$ cat config.mk
export PLATFORM = sky130hd
export DESIGN_NAME = bubble_timing_top
export DESIGN_NICKNAME = d
export VERILOG_FILES = /design/src/rtl/bubble_geom_pkg.sv /design/src/rtl/field_timing_pkg.sv /design/src/rtl/bmc_ctrl_if.sv /design/src/rtl/bubble_timing_top.sv /design/src/rtl/bout_cycle_counter.sv /design/src/rtl/field_rotation.sv /design/src/rtl/access_fsm.sv /design/src/rtl/bmc_sync.sv
export SDC_FILE = /design/constraint.sdc
export NUM_CORES = 1
export LEC_CHECK = 0
export BUFFER_PORTS_ARGS = -buffer_cell sky130_fd_sc_hd__buf_2
export CAP_MARGIN = 0
export CORE_MARGIN = 4
export CORE_UTILIZATION = 40
export DETAILED_ROUTE_END_ITERATION = 10
export PLACE_DENSITY_LB_ADDON = 0.25
export SYNTH_ARGS = -nofsm -noshare
export SYNTH_HDL_FRONTEND = slang
export SYNTH_SLANG_ARGS = --single-unit
$ cat constraint.sdc
create_clock -name MCLK -period 2.8 [get_ports MCLK]
set_input_delay 0.56 -clock MCLK [delete_from_list [all_inputs] [get_ports MCLK]]
set_output_delay 0.56 -clock MCLK [all_outputs]
set_load 0.02 [all_outputs]
$ cat src/rtl/bubble_geom_pkg.sv
package bubble_geom_pkg;

    ////////////////////////////////////////////////////////////
    // minor loop geometry
    typedef logic [11:0] abs_page_t;

    localparam abs_page_t LOOP_LEN = 12'd2053;  // positions per minor loop

    // serial bit numbering as seen by the emulator
    typedef logic [12:0] cycle_num_t;

    localparam cycle_num_t CYCLE_NONE  = 13'd8191;  // nothing valid on the line
    localparam cycle_num_t BOOT_CYCLES = 13'd4106;  // two bootloops, interleaved

    typedef logic [9:0] page_cnt_t;

    localparam page_cnt_t PAGE_BITS = 10'd584;  // 292 even + 292 odd loops

    ////////////////////////////////////////////////////////////
    // rotations from replicator to detector
    typedef logic [6:0] delay_cnt_t;

    localparam delay_cnt_t PROP_DELAY = 7'd98;

endpackage

$ cat src/rtl/field_timing_pkg.sv
package field_timing_pkg;

    ////////////////////////////////////////////////////////////
    // rotating field position, counted in MCLK
    typedef logic [9:0] field_cnt_t;

    localparam field_cnt_t FIELD_START     = 10'd1;    // first count after leaving rest
    localparam field_cnt_t FIELD_MINUS_X   = 10'd208;  // -X, the only place the field may stop
    localparam field_cnt_t FIELD_BOUT      = 10'd326;  // data launch, just ahead of -Y at 328
    localparam field_cnt_t FIELD_PLUS_Y    = 10'd568;  // +Y, one bit cycle done
    localparam field_cnt_t FIELD_RESTART   = 10'd89;   // wrap target, 480 MCLK per rotation
    localparam field_cnt_t FIELD_BIN_FIRST = 10'd88;   // first input sample of a run

    ////////////////////////////////////////////////////////////
    // divide-by-12 for the 4 MHz controller clock
    typedef logic [3:0] div_cnt_t;

    localparam div_cnt_t DIV_LAST    = 4'd11;
    localparam div_cnt_t CLKOUT_RISE = 4'd5;
    localparam div_cnt_t CLKOUT_FALL = 4'd11;

    // one bit per phase, set on the 12 MHz sample points 3, 7, 11
    localparam logic [11:0] SAMPLE_PHASES = 12'b1000_1000_1000;

    // bit 2: field rotates, bit 1: data moves
    typedef enum logic [2:0] {
        RST  = 3'b000,
        STBY = 3'b001,
        BOOT = 3'b110,
        USER = 3'b111,
        IDLE = 3'b100,
        SWAP = 3'b101
    } access_t;

endpackage
$ cat src/rtl/bmc_ctrl_if.sv
`timescale 1ns/1ps

// captured controller strobes, all active low, level only
interface bmc_ctrl_if;
    logic bss;     // shift start
    logic bsen;    // shift enable, field rotates
    logic repen;   // replicator
    logic booten;  // bootloop select
    logic swapen;  // swap gate

    modport src (
        output bss, bsen, repen, booten, swapen
    );

    modport dst (
        input bss, bsen, repen, booten, swapen
    );
endinterface

$ cat src/rtl/bubble_timing_top.sv
`timescale 1ns/1ps

module bubble_timing_top import field_timing_pkg::*, bubble_geom_pkg::*; #(
    parameter abs_page_t INIT_ABS_PAGE = 12'd1951,
    parameter int        SYNC_STAGES   = 3
) (
    input  logic       MCLK,          // 48 MHz
    input  logic       rst_n,
    input  logic       nEN,
    input  logic       nBSS,
    input  logic       nBSEN,
    input  logic       nREPEN,
    input  logic       nBOOTEN,
    input  logic       nSWAPEN,
    output logic       CLKOUT,        // 4 MHz to the controller
    output access_t    ACCTYPE,
    output cycle_num_t BOUTCYCLENUM,
    output logic       nBINCLKEN,
    output logic       nBOUTCLKEN,
    output abs_page_t  ABSPAGE
);

    logic field_running;
    logic plus_y_tick;

    bmc_ctrl_if u_bus ();

    ////////////////////////////////////////////////////////////
    bmc_sync #(.SYNC_STAGES(SYNC_STAGES)) u_sync (
        .MCLK, .rst_n, .nEN, .nBSS, .nBSEN, .nREPEN, .nBOOTEN, .nSWAPEN,
        .CLKOUT, .bus(u_bus.src)
    );

    access_fsm u_fsm (.MCLK, .rst_n, .bus(u_bus.dst), .acc(ACCTYPE));

    field_rotation #(.INIT_ABS_PAGE(INIT_ABS_PAGE)) u_field (
        .MCLK, .rst_n, .acc(ACCTYPE), .field_running, .plus_y_tick,
        .ABSPAGE, .nBOUTCLKEN, .nBINCLKEN
    );

    bout_cycle_counter #(.INIT_ABS_PAGE(INIT_ABS_PAGE)) u_cycle (
        .MCLK, .rst_n, .acc(ACCTYPE), .field_running, .plus_y_tick, .BOUTCYCLENUM
    );

endmodule

$ cat src/rtl/bout_cycle_counter.sv
`timescale 1ns/1ps

module bout_cycle_counter import field_timing_pkg::*, bubble_geom_pkg::*; #(
    parameter abs_page_t INIT_ABS_PAGE = 12'd1951
) (
    input  logic       MCLK,
    input  logic       rst_n,
    input  access_t    acc,
    input  logic       field_running,
    input  logic       plus_y_tick,
    output cycle_num_t BOUTCYCLENUM
);

    // all ones marks a counter not in use
    localparam delay_cnt_t DLY_UNUSED  = '1;
    localparam page_cnt_t  PAGE_UNUSED = '1;

    delay_cnt_t dly;
    page_cnt_t  pcnt;
    cycle_num_t bcnt;      // bootloop position, runs regardless of access
    cycle_num_t bcnt_nxt;
    page_cnt_t  pcnt_nxt;

    assign bcnt_nxt = (bcnt == BOOT_CYCLES - cycle_num_t'(1)) ? cycle_num_t'(0)
                                                              : bcnt + cycle_num_t'(1);
    assign pcnt_nxt = (pcnt == PAGE_UNUSED) ? page_cnt_t'(0) : pcnt + page_cnt_t'(1);

    ////////////////////////////////////////////////////////////
    // bit cycle bookkeeping, once per +Y
    always_ff @(posedge MCLK)
    begin
        if (!rst_n)
        begin
            BOUTCYCLENUM <= CYCLE_NONE;
            dly          <= DLY_UNUSED;
            pcnt         <= PAGE_UNUSED;
            bcnt         <= cycle_num_t'(INIT_ABS_PAGE);
        end
        else if (!field_running)
        begin
            if (acc == RST)  // stopped and released
            begin
                BOUTCYCLENUM <= CYCLE_NONE;
                dly          <= DLY_UNUSED;
                pcnt         <= PAGE_UNUSED;
            end
        end
        else if (plus_y_tick)
        begin
            bcnt <= bcnt_nxt;
            if (!acc[1])  // IDLE or SWAP, nothing on the line
            begin
                BOUTCYCLENUM <= CYCLE_NONE;
                dly          <= DLY_UNUSED;
                pcnt         <= PAGE_UNUSED;
            end
            else if (dly == DLY_UNUSED || dly < PROP_DELAY - delay_cnt_t'(1))
            begin
                // bits still travelling to the detector
                BOUTCYCLENUM <= CYCLE_NONE;
                dly          <= (dly == DLY_UNUSED) ? delay_cnt_t'(0) : dly + delay_cnt_t'(1);
                pcnt         <= PAGE_UNUSED;
            end
            else if (!acc[0])
                BOUTCYCLENUM <= bcnt_nxt;  // bootloop read
            else if (pcnt == PAGE_UNUSED || pcnt < PAGE_BITS - page_cnt_t'(1))
            begin
                pcnt         <= pcnt_nxt;  // page read, holds at 583
                BOUTCYCLENUM <= cycle_num_t'(pcnt_nxt);
            end
        end
    end

endmodule

$ cat src/rtl/field_rotation.sv
`timescale 1ns/1ps

module field_rotation import field_timing_pkg::*, bubble_geom_pkg::*; #(
    parameter abs_page_t INIT_ABS_PAGE = 12'd1951
) (
    input  logic      MCLK,
    input  logic      rst_n,
    input  access_t   acc,
    output logic      field_running,
    output logic      plus_y_tick,
    output abs_page_t ABSPAGE,
    output logic      nBOUTCLKEN,
    output logic      nBINCLKEN
);

    //   +Y 568 / -X 208 / -Y 328 / +X 448
    field_cnt_t fcnt;  // 0 = field at rest

    ////////////////////////////////////////////////////////////
    // field position counter
    always_ff @(posedge MCLK)
    begin
        if (!rst_n)
            fcnt <= '0;
        else if (fcnt == '0)
        begin
            if (acc[2])
                fcnt <= FIELD_START;  // bit 2 starts the rotation
        end
        else if (fcnt == FIELD_MINUS_X && !acc[2])
            fcnt <= '0;  // stop only at -X
        else if (fcnt == FIELD_PLUS_Y)
            fcnt <= FIELD_RESTART;
        else
            fcnt <= fcnt + field_cnt_t'(1);
    end

    assign field_running = (fcnt != '0);
    assign plus_y_tick   = (fcnt == FIELD_PLUS_Y);

    // loop position under the detector, one step per +Y
    always_ff @(posedge MCLK)
    begin
        if (!rst_n)
            ABSPAGE <= INIT_ABS_PAGE;
        else if (plus_y_tick)
            ABSPAGE <= (ABSPAGE == LOOP_LEN - abs_page_t'(1)) ? abs_page_t'(0)
                                                              : ABSPAGE + abs_page_t'(1);
    end

    ////////////////////////////////////////////////////////////
    // launch and sample strobes
    always_ff @(posedge MCLK)
    begin
        if (!rst_n)
        begin
            nBOUTCLKEN <= 1'b0;  // low at rest
            nBINCLKEN  <= 1'b1;
        end
        else
        begin
            nBOUTCLKEN <= !(fcnt == '0 || fcnt == FIELD_BOUT);
            nBINCLKEN  <= !(fcnt == FIELD_BIN_FIRST || fcnt == FIELD_PLUS_Y);
        end
    end

endmodule

$ cat src/rtl/access_fsm.sv
`timescale 1ns/1ps

module access_fsm import field_timing_pkg::*; (
    input  logic    MCLK,
    input  logic    rst_n,
    bmc_ctrl_if.dst bus,
    output access_t acc
);

    ////////////////////////////////////////////////////////////
    // strobe patterns, {bss, booten, bsen, repen, swapen}
    localparam logic [4:0] PAT_BOOT_REST  = 5'b10111;  // idle after power up or after bootloop
    localparam logic [4:0] PAT_BOOT_START = 5'b00111;  // shift start, bootloop selected
    localparam logic [4:0] PAT_BOOT_RUN   = 5'b10011;  // bootloop shifting
    localparam logic [4:0] PAT_USER_REST  = 5'b11111;
    localparam logic [4:0] PAT_USER_START = 5'b01111;  // shift start, pages
    localparam logic [4:0] PAT_USER_RUN   = 5'b11011;  // seek or page load
    localparam logic [4:0] PAT_REPLICATE  = 5'b11001;
    localparam logic [4:0] PAT_SWAP       = 5'b11010;

    logic [4:0] pattern;
    access_t    acc_nxt;

    assign pattern = {bus.bss, bus.booten, bus.bsen, bus.repen, bus.swapen};

    always_comb
    begin
        acc_nxt = acc;  // default hold
        case (pattern)
            PAT_BOOT_REST, PAT_USER_REST:
            begin
                if (acc != STBY)
                    acc_nxt = RST;
            end
            PAT_BOOT_START, PAT_USER_START:
            begin
                if (acc == RST)
                    acc_nxt = STBY;
            end
            PAT_BOOT_RUN:
            begin
                if (acc == STBY || acc == RST)
                    acc_nxt = BOOT;
            end
            PAT_USER_RUN:
            begin
                if (acc == STBY || acc == RST)
                    acc_nxt = IDLE;  // field moves, no data yet
            end
            PAT_REPLICATE: if (acc == IDLE) acc_nxt = USER;
            PAT_SWAP:      if (acc == IDLE) acc_nxt = SWAP;
            default:       acc_nxt = acc;
        endcase
    end

    always_ff @(posedge MCLK)
    begin
        if (!rst_n)
            acc <= RST;
        else
            acc <= acc_nxt;
    end

endmodule

$ cat src/rtl/bmc_sync.sv
`timescale 1ns/1ps

module bmc_sync import field_timing_pkg::*; #(
    parameter int SYNC_STAGES = 3
) (
    input  logic       MCLK,
    input  logic       rst_n,
    input  logic       nEN,
    input  logic       nBSS,
    input  logic       nBSEN,
    input  logic       nREPEN,
    input  logic       nBOOTEN,
    input  logic       nSWAPEN,
    output logic       CLKOUT,
    bmc_ctrl_if.src    bus
);

    // {swapen, bss, bsen, repen, booten}, idle with booten low
    localparam logic [4:0] STROBE_REST = 5'b11110;

    div_cnt_t   phase;
    logic [4:0] gated;
    logic [4:0] sync_pipe [SYNC_STAGES];

    ////////////////////////////////////////////////////////////
    // divider and 4 MHz clock
    always_ff @(posedge MCLK)
    begin
        if (!rst_n)
        begin
            phase  <= '0;
            CLKOUT <= 1'b1;  // rest level
        end
        else
        begin
            phase <= (phase == DIV_LAST) ? div_cnt_t'(0) : phase + div_cnt_t'(1);
            if (phase == CLKOUT_RISE)
                CLKOUT <= 1'b1;
            else if (phase == CLKOUT_FALL)
                CLKOUT <= 1'b0;  // controller launches on this edge
        end
    end

    // disabled: everything idle
    assign gated[4] = nEN | nSWAPEN;
    assign gated[3] = nEN | nBSS;
    assign gated[2] = nEN | nBSEN;
    assign gated[1] = nEN | nREPEN | ~nBOOTEN;  // no replicate during bootloop access
    assign gated[0] = ~nEN & nBOOTEN;

    ////////////////////////////////////////////////////////////
    // delay line, then sample on the 12 MHz phases
    always_ff @(posedge MCLK)
    begin
        if (!rst_n)
        begin
            for (int i = 0; i < SYNC_STAGES; i++)
                sync_pipe[i] <= STROBE_REST;
            {bus.swapen, bus.bss, bus.bsen, bus.repen, bus.booten} <= STROBE_REST;
        end
        else
        begin
            sync_pipe[0] <= gated;
            for (int i = 1; i < SYNC_STAGES; i++)
                sync_pipe[i] <= sync_pipe[i-1];
            if (SAMPLE_PHASES[phase])  // phases 3, 7, 11
                {bus.swapen, bus.bss, bus.bsen, bus.repen, bus.booten} <=
                    sync_pipe[SYNC_STAGES-1];
        end
    end

endmodule

## Word-level counts from Yosys, hierarchy flattened

Memory sizes are Yosys's and may differ from the RTL's. A register that Yosys moved wholly into a read port is not among the register bits.
Cells that the tools add are included.

- Reduce and logical (&&, ||, !) cells: 24
- Bitwise operators: 12
- Divide/modulo/power cells: 0
- Eq/ne operators: 33
- Shifts and indexed selects: 0
- Multiplexer cells: 41
- Multiply operators: 0
- Add/subtract/negate cells: 6
- $lt $le $gt $ge: 3

Operators with widths:

| operator | number |
|---|---|
| 2-to-1 mux 10 bit | 12 |
| 2-to-1 mux 13 bit | 8 |
| 2-to-1 mux 7 bit | 6 |
| == test 5 bit, second input constant | 6 |
| adder 10 x 1 -> 10 bit, second input constant | 2 |
| == test 10 bit, second input constant | 2 |
| 2-to-1 mux 3 bit | 6 |
| case mux 3 bit (6 select lines) | 1 |
| 2-to-1 mux 5 bit | 3 |
| adder 13 x 1 -> 13 bit, second input constant | 1 |
| == test 13 bit, second input constant | 1 |
| adder 12 x 1 -> 12 bit, second input constant | 1 |
| == test 12 bit, second input constant | 1 |
| 2-to-1 mux 12 bit | 1 |
| inequality test 2 x 1 -> 1 bit, second input constant | 6 |
| == test 10 x 7 -> 1 bit, second input constant | 1 |
| == test 10 x 8 -> 1 bit, second input constant | 1 |
| == test 10 x 9 -> 1 bit, second input constant | 1 |
| zero test 10 bit | 1 |
| < comparator 10 bit, second input constant | 1 |
| nonzero test 10 bit | 1 |
| inequality test 4 bit, second input constant | 2 |
| OR 1 bit | 8 |
| OR reduction 2 bit | 4 |
| other kinds (29) | 42 |

- Memories: 2
- Flip-flop bits (word level): 75
- ROM bits: 16
- Logic and storage cells: 132
- RAM bits: 15
- Bits in latches: 0
- Output and inout bits: 31
- Input bits: 8

Memories:

| memory | depth | bits a word | rd ports | clocked after memory_dff | wr ports | RTL line | text |
|---|---|---|---|---|---|---|---|
| (name not given) | 16 | 1 | 1 | 1 | 0 | bmc_sync.sv:66 | `if (SAMPLE_PHASES[phase])` |
| u_sync.sync_pipe | 3 | 5 | 3 | 1 | 3 | bmc_sync.sv:23 | `logic [4:0] sync_pipe [SYNC_STAGES];` |

## Longest topological paths before layout

Gate-level depths: netlist of run 1.

- Depth in word-level cells: 8
- Gate-level depth with buffers: 10

## By module

From an unflattened synthesis of run 1, not the netlist that was laid out.

- Cell total of the unflattened synthesis: 548
- Area total of the unflattened synthesis: 4795.8 um2

By module, submodules not included:

| module | instances | area each (um2) | cells each |
|---|---|---|---|
| bout_cycle_counter | 1 | 2457.4 | 296 |
| field_rotation | 1 | 1257.5 | 152 |
| bmc_sync | 1 | 835.8 | 76 |
| access_fsm | 1 | 245.2 | 24 |

## Least setup slack after synthesis of run 1

OpenSTA, ideal clock, no wires.

- Kind: reg2reg
- Start: reg u_field.fcnt[0]
- End: reg u_cycle.BOUTCYCLENUM[10]
- Period minus slack after synthesis: 2.488 ns
- Setup slack: 0.312 ns
- Library setup time: 0.122 ns
- Path buffers: 2
- Arrival: 2.366 ns
- Stages on the path, launching flop included: 10
- Path through: dfxtp_1 -> inv_1 -> ha_1 -> or3b_1 -> buf_2 -> nor4b_4 -> a21oi_2 -> a31o_2 -> buf_2 -> a221o_1

- Word-level cells in the longest chain between the ends: 3
- Elaborated cells between the ends (all ways): 7
- Those cells by class: eq/ne (3); mux (1); reduce/logical (3)

RTL lines:

| item | RTL line | text |
|---|---|---|
| start: declaration | field_rotation.sv:17 | `field_cnt_t fcnt;` |
| start signal: assignment | field_rotation.sv:35 | `fcnt <= fcnt + field_cnt_t'(1);` |
| nonzero test 10 bit or == test 10 bit (tied branches) | field_rotation.sv:38, field_rotation.sv:39 |  |
| inequality test 5 bit (no line), or another cell as far along | -- |  |
| AND reduction 3 bit (no line) | -- |  |
| end signal: assignment | bout_cycle_counter.sv:65 | `BOUTCYCLENUM <= bcnt_nxt;` |
| end signal: assignment | bout_cycle_counter.sv:69 | `BOUTCYCLENUM <= cycle_num_t'(pcnt_nxt);` |
| end: declaration | bout_cycle_counter.sv:11 | `output cycle_num_t BOUTCYCLENUM` |

Parallel ways exist; a longest one is shown, timed or not.
A chain may end at the register's enable or synchronous reset.

## Worst setup path after layout of run 1

- Start: reg u_field.fcnt[0]
- End: reg u_cycle.BOUTCYCLENUM[5]

Same word-level chain as after synthesis.

==> impl_metrics.json, run 1 <==
{
  "status": "finished clean",
  "cts_setup_buffers": 0,
  "r2r-end": "u_cycle.BOUTCYCLENUM[5]",
  "max-vdd-ir-drop_v": 0.0002779,
  "r2r-start": "u_field.fcnt[0]",
  "clock_path_buffers": 2,
  "setup_viol": 0,
  "diodes": 0,
  "whs_path_depth": 2,
  "ff_latch_area_sq_um": 1922,
  "hold_viol_final": 0,
  "gp_congestion": 0.8281,
  "met2_usage": 0.2612,
  "slowest_delay_ns": 0.44,
  "fin_nets": 592,
  "cp.required_ns": 3.04,
  "post_cts_resized": 0,
  "critPathTopFamily": "compound AO/OA/AOI/OAI gates",
  "std_cell_rows": 39,
  "slew_headroom": 0.5464,
  "synth-edff-count": 0,
  "hold_buffers": 0,
  "drt_iter0_markers": 307,
  "hold_class": "in -> reg",
  "rsz0062_at_grt": "false",
  "insertion_delay_ns": 0.35,
  "drcViolationCount": 0,
  "syn_nets": 563,
  "portBuffers": 38,
  "globalRouteTotalUtil": 0.1684,
  "crit_chain": "inv_1 > ha_1 > or3b_1 > nor4b_4 > buf_6 > a21oi_2 > a31o_2 > a221o_1",
  "syn-cell-area_sq_um": 4637,
  "start_util": 0.4078,
  "grtUsageMet1": 0.2316,
  "synth.area.top_cells": "dfxtp_1 (41%), xor2_1 (4.2%), nand2_1 (4.1%)",
  "async_reset_ff_frac": 0,
  "crit_slowest_cell": "or3b_1",
  "die_y_microns": 115.7,
  "clkTransAtPathRegs_ns": 0.07,
  "nFillCells": 1063,
  "finalCritPeriodShare": 0.9308,
  "r2r_setup_slack_ns": 0.19,
  "drt-pass1-iter-count": 5,
  "path_class": "reg -> reg",
  "multi_input_area_sq_um": 2539,
  "cts_buffers": 9,
  "reg2reg_depth": 8,
  "ys_seq_area_frac": 0.4145,
  "critPathLaunchType": "flip-flop",
  "cts_tree": "built",
  "avgSynthCellArea_sq_um": 8.524,
  "vias_per_cell": 5.569,
  "grt_max_degree": 50,
  "yosysWarnings": 0,
  "global_route.usage.met3": 0.03812,
  "cp.arrival_ns": 2.84,
  "synth_top_area_cell": "dfxtp_1",
  "path_buf_inv": 2,
  "yosys.area.top_type_share": 0.4145,
  "grt_pass1_vias": 3734,
  "min_to": "u_sync.sync_pipe[0][3]",
  "netlist_instances": 544,
  "areaGrowthSynthToFinish_pct": 14.57,
  "powerDensity_nw_per_um2": 613.7,
  "final.setup.tns_ns": 0,
  "cp_max_fo": 18,
  "cts_sinks": 96,
  "min_from": "nBSS",
  "cts_root_buf": "clkbuf_16",
  "die-area_sq_um": 13380,
  "gr-total-overflow": 0,
  "ys.flop_type": "dfxtp_1",
  "layout-drive-gt1-share": 0.1280,
  "drv_slew": 0,
  "vias": 4015,
  "final.setup_skew_ns": 0.004162,
  "p_leak_nw": 2.064,
  "utilization": 0.4673,
  "die_w_microns": 115.7,
  "dp_hpwl_mm": 7.384,
  "ant_nets": 0,
  "ios": 39,
  "drv_cap": 0,
  "core_area_sq_um": 11370,
  "finalCriticalPeriod_ns": 2.606,
  "wl_per_cell_microns": 14.68,
  "grt_antenna_before_repair": 0,
  "fmax_ghz": 0.3837,
  "ys_ff_latch": 96,
  "worst_slew_pin_slew_ns": 0.6752,
  "end_kind": "flip-flop",
  "totalWireLength_mm": 10.59,
  "grt_first_pass_wirelength_mm": 18.08,
  "synth_cell_types": 58,
  "htreeDepth": 3,
  "busiest_layer": "met2"
}
==> layout by cell type, fill, tap and decap left out, types with 3 or more instances in the layout <==
cell,Yosys,routed
nand3_1,28,28
buf_4,0,9
nor4b_1,4,4
bufinv_16,0,3
xor2_1,22,22
nand2_1,51,51
a21o_1,3,3
o311ai_0,6,6
ha_1,11,11
nor3b_1,3,3
clkbuf_16,0,9
nor2b_1,5,5
nor3_1,19,19
xnor2_1,19,19
nand2b_1,14,14
and2_1,6,6
inv_1,15,15
o21ai_0,32,32
o221ai_1,7,7
nor4_1,3,3
o21a_1,6,6
nand4_1,9,9
a21oi_1,27,27
o31ai_1,5,5
nor2_1,48,48
dfxtp_1,96,96
or3_1,8,8
mux2i_1,7,7
a2bb2oi_1,3,3
a221o_1,11,11
buf_2,3,38
and3_1,10,10
==> stage by stage <==
stage	power [mW]	hold WS [ns]	instances	worst slack [ns]	area, sq um
after floorplan	1.763	0.3863	544	0.3118	4637
after global placement	1.878	0.3880	705	0.2703	4965
after detailed placement	1.883	0.3941	705	0.1579	4965
after CTS	3.296	0.3785	721	0.1544	5309
after global routing	3.388	0.3920	721	0.004796	5313
final	3.261	0.3879	721	0.1937	5313
==> power breakdown <==
part	internal, mW	leakage, nW	switching [mW]	total, mW
logic	0.124	1.12	0.238	0.362
clock network	0.874	0.162	0.533	1.41
registers	1.44	0.779	0.0553	1.49
total	2.43	2.06	0.827	3.26
==> synthesized netlist by cell type, types with 3 or more instances <==
| library cell | n |
|---|---|
| ha_1 | 11 |
| a2bb2oi_1 | 3 |
| clkbuf_1 | 26 |
| nand4_1 | 9 |
| o21ai_0 | 32 |
| or3_1 | 8 |
| a221o_1 | 11 |
| nor3_1 | 19 |
| o31ai_1 | 5 |
| nand2_1 | 51 |
| o311ai_0 | 6 |
| nor4_1 | 3 |
| nor3b_1 | 3 |
| and3_1 | 10 |
| buf_2 | 3 |
| a21oi_1 | 27 |
| nand2b_1 | 14 |
| inv_1 | 15 |
| nand3_1 | 28 |
| mux2i_1 | 7 |
| o21a_1 | 6 |
| a21o_1 | 3 |
| nor4b_1 | 4 |
| xor2_1 | 22 |
| dfxtp_1 | 96 |
| xnor2_1 | 19 |
| nor2b_1 | 5 |
| o221ai_1 | 7 |
| and2_1 | 6 |
| nor2_1 | 48 |
==> worst max path at each step <==
stage	start	to	cells past startpoint
final	u_field.fcnt[0]	u_cycle.BOUTCYCLENUM[5]	8
after global routing	u_field.fcnt[0]	u_cycle.BOUTCYCLENUM[8]	8
after CTS	u_field.fcnt[0]	u_cycle.BOUTCYCLENUM[6]	8
after detailed placement	u_field.fcnt[0]	u_cycle.BOUTCYCLENUM[6]	8
after global placement	u_field.fcnt[0]	u_cycle.BOUTCYCLENUM[6]	8
after floorplan	u_field.fcnt[0]	u_cycle.BOUTCYCLENUM[10]	9
==> registers in the layout (all words and copies together), names as in the netlist, 3 cells and up, named ones only <==
| register | flops |
|---|---|
| u_field.fcnt | 10 |
| u_fsm.acc | 3 |
| u_cycle.pcnt | 10 |
| u_cycle.BOUTCYCLENUM | 13 |
| u_field.ABSPAGE | 12 |
| u_sync.phase | 4 |
| u_cycle.bcnt | 13 |
| u_sync.sync_pipe | 15 |
| u_cycle.dly | 7 |
==> area by class of cell <==
class,instances,area share
clock inverters,7,0.02237
multi-input cells,402,0.4779
flip-flops and latches,96,0.3618
inverters,16,0.01130
repair buffers,48,0.05064
well taps,143,0.03368
clock buffers,9,0.04239
==> cell families after synthesis <==
| group | after synthesis | share of synthesized area |
|---|---|---|
| simple gates | 221 | 0.2461 |
| xor+xnor | 41 | 0.07744 |
| fa+ha+maj | 11 | 0.02968 |
| compound gates | 122 | 0.1792 |
| buf+inv | 46 | 0.03804 |
| mux | 7 | 0.01511 |
| flops | 96 | 0.4145 |
==> routing by layer <==
layer	vias up	wire length (microns)
li1	2013	-
met4	0	157
met3	11	533
met1	1890	5113
met2	101	4781
met5	-	0
==> worst register-to-register path: stages, from the launching register on <==
cell and delay, ns:
dfxtp_1 0.35, inv_1 0.11, ha_1 0.14, or3b_1 0.44, nor4b_4 0.36, buf_6 0.23
a21oi_2 0.11, a31o_2 0.37, a221o_1 0.39
Note: power is estimated with default switching activity, not from simulation.
==> inputs of run 2 (changes only) <==
--- a/config.mk
+++ b/config.mk
@@ -5,6 +5,7 @@
 export SDC_FILE = /design/constraint.sdc
 export NUM_CORES = 1
 export LEC_CHECK = 0
+export ABC_AREA = 1
 export BUFFER_PORTS_ARGS = -buffer_cell sky130_fd_sc_hd__buf_2
 export CAP_MARGIN = 0
 export CORE_MARGIN = 4
==> impl_metrics.json, run 2 <==
{
  "cts_buffers": 9,
  "synth_top_family_by_area": "simple AND/OR/NAND/NOR gates",
  "worst_slew_pin_slew_ns": 0.7575,
  "wl_per_cell_microns": 13.12,
  "path_buf_inv": 2,
  "p_total_mw": 5.388,
  "stdcell_area_sq_um": 5528,
  "fin_nets": 763,
  "vias_per_cell": 5.155,
  "netlist_instances": 714,
  "rsz0062_at_grt": "false",
  "globalRouteTotalUtil": 0.1774,
  "portBuffers": 38,
  "vias": 4727,
  "hold_buffers": 0,
  "r2r-start": "u_field.fcnt[0]",
  "grt_max_degree": 51,
  "dp_cells": 901,
  "min_to": "u_sync.sync_pipe[0][2]",
  "start_util": 0.4092,
  "synth-xor-area-share": 0.02129,
  "synth.area.top_cells": "dfxtp_1 (39%), nand3_1 (12%), nand2_1 (12%)",
  "std_cell_rows": 40,
  "finalCritPeriodShare": 0.7547,
  "clock_path_buffers": 2,
  "syn_nets": 733,
  "synth_top_area_cell": "dfxtp_1",
  "layout-drive-gt1-share": 0.1255,
  "synth_cell_types": 36,
  "ys.flop_type": "dfxtp_1",
  "cts_tree": "built",
  "finalCriticalPeriod_ns": 2.113,
  "insertion_delay_ns": 0.35,
  "ios": 39,
  "r2r-end": "u_cycle.bcnt[2]",
  "synth_fa_ha_area_frac": 0.02788,
  "final_cell_mix": "nand2_1 (162), nand3_1 (122), dfxtp_1 (96)",
  "clkTransAtPathRegs_ns": 0.06,
  "ant_nets": 0,
  "path_class": "reg -> reg",
  "synth-edff-count": 0,
  "whs_path_depth": 3,
  "diodes": 0,
  "yosysWarnings": 0,
  "final.setup_skew_ns": 0.009869,
  "r2r_setup_slack_ns": 0.69,
  "cts_root_buf": "clkbuf_16",
  "reg2reg_depth": 9,
  "dp_hpwl_mm": 8.754,
  "die-area_sq_um": 14180,
  "grt_pass1_vias": 4451,
  "areaGrowthSynthToFinish_pct": 11.99,
  "cts_sinks": 96,
  "end_kind": "flip-flop",
  "crit_slowest_cell": "nor2_1",
  "yosys.area_share.simple": 0.4000,
  "hold_viol_final": 0,
  "reg_top3": "u_sync.sync_pipe (15), u_cycle.BOUTCYCLENUM (13), u_cycle.bcnt (13)",
  "p_leak_nw": 2.632,
  "critPathLaunchType": "flip-flop",
  "drt-pass1-iter-count": 5,
  "ys_ff_latch": 96,
  "stdcell_count": 917,
  "drt_iter0_markers": 398,
  "synth_compound_area_frac": 0.07883,
  "htreeDepth": 3,
  "critPathTopFamily": "simple AND/OR/NAND/NOR gates",
  "hold_class": "in -> reg",
  "place_area_sq_um": 5244,
  "setup_viol": 0,
  "async_reset_ff_frac": 0,
  "slew_headroom": 0.4931,
  "synth.most_common_cell": "nand2_1",
  "synthMuxAreaShare": 0,
  "gr-total-overflow": 0,
  "cp.arrival_ns": 2.32,
  "yosys.area.top_type_share": 0.3894,
  "grt_first_pass_wirelength_mm": 20.82,
  "ys_seq_area_frac": 0.3894,
  "min_from": "nBSEN",
  "synth_commonest_cells": "nand2_1 (162), nand3_1 (122), dfxtp_1 (96), inv_1 (71), nor2_1 (63)",
  "avgSynthCellArea_sq_um": 6.913,
  "top_register": "u_sync.sync_pipe",
  "status": "finished clean",
  "drv_slew": 0,
  "drcViolationCount": 0,
  "final_common_cell": "nand2_1",
  "die_w_microns": 119.1,
  "totalWireLength_mm": 12.03,
  "nFillCells": 1234,
  "fmax_ghz": 0.4732,
  "grt_antenna_before_repair": 0,
  "core_area_sq_um": 12060,
  "drv_cap": 0,
  "max-vdd-ir-drop_v": 0.0003429,
  "final.setup.tns_ns": 0,
  "cts_setup_buffers": 0,
  "slowest_delay_ns": 0.38,
  "cp.required_ns": 3.00,
  "powerDensity_nw_per_um2": 974.8,
  "cp_max_fo": 12,
  "post_cts_resized": 0,
  "die_y_microns": 119.1,
  "largest_register_ffs": 15,
  "gp_congestion": 0.9029,
  "syn-cell-area_sq_um": 4936,
  "crit_chain": "inv_1 > ha_1 > nand3_2 > nor2_1 > nand4_2 > nor2_1 > inv_2 > a21oi_1 > a21oi_1"
}
==> run 2: cell types whose count changed in the layout (fill, tap and decap cells not counted), moves of 14 or more <==
cell	delta
nand2_1	+111
or2_2	+14
inv_1	+56
nand3_1	+94
nor2_1	+15
xnor2_1	-18
nand2b_1	-14
==> run 2: worst max-delay path by stage <==
| stage | endpoint | slack, ns | depth (start not counted) | startpoint |
|---|---|---|---|---|
| floorplan | u_cycle.pcnt[2] | 1.16 | 11 | u_field.fcnt[0] |
| global placement | u_cycle.BOUTCYCLENUM[3] | 0.77 | 10 | u_field.fcnt[0] |
| detailed placement | u_cycle.BOUTCYCLENUM[2] | 0.71 | 10 | u_field.fcnt[0] |
| CTS | u_cycle.BOUTCYCLENUM[2] | 0.70 | 10 | u_field.fcnt[0] |
| global route | u_cycle.pcnt[7] | 0.39 | 10 | u_field.fcnt[0] |
| finish | u_cycle.bcnt[2] | 0.69 | 9 | u_field.fcnt[0] |
==> run 2: routing by layer <==
metal  GRT usage  wire length (microns)  up-vias
met3     0.02944                    543       20
met5           0                      0        -
met1      0.2310                   5645     2174
met4     0.07748                    256        0
met2      0.2889                   5584      108
li1            -                      -     2425
==> run 2: metrics by stage <==
| stage | hold slack (ns) | setup WS, ns | util |
|---|---|---|---|
| after global placement | 0.3931 | 0.7681 | 0.4348 |
| final | 0.3866 | 0.6868 | 0.4583 |
| after floorplan | 0.3905 | 1.164 | - |
| after global routing | 0.3846 | 0.3943 | 0.4583 |
| after detailed placement | 0.3989 | 0.7072 | 0.4348 |
| after CTS | 0.3751 | 0.6990 | 0.4583 |
==> run 2: kinds of logic (layout without fill, tap and decap cells) <==
family                     after synthesis  in the layout
AOI/OAI and AO/OA                       70             70
xor gates and xnor gates                12             12
adders and majority gates               11             11
buffers and inverters                   98            133
DFF                                     96             96
and+or+nand+nor                        427            427
==> run 2: area by class of cell <==
| cell class | count | area (sq um) | area share |
|---|---|---|---|
| inverters | 74 | 277.8 | 0.05025 |
| clock buffers | 12 | 256.5 | 0.04640 |
| well taps | 168 | 210.2 | 0.03803 |
| clock inverters | 4 | 27.53 | 0.004980 |
| repair buffers | 43 | 227.7 | 0.04120 |
| multi-input cells | 520 | 2606 | 0.4715 |
| flip-flops and latches | 96 | 1922 | 0.3477 |
==> run 2: power by group <==
group	leakage, nW	internal, mW	switching, mW
sequential	0.785	1.60	0.220
clock	0.143	0.653	0.523
combinational	1.70	0.812	1.58
==> run 2: worst register-to-register path: cells and delay by family, from the launching register on <==
family                     cells  cell delay, ns
buffers and inverters          2            0.31
and+or+nand+nor                4            0.90
DFF                            1            0.34
AOI/OAI and AO/OA              2            0.24
adders and majority gates      1            0.20
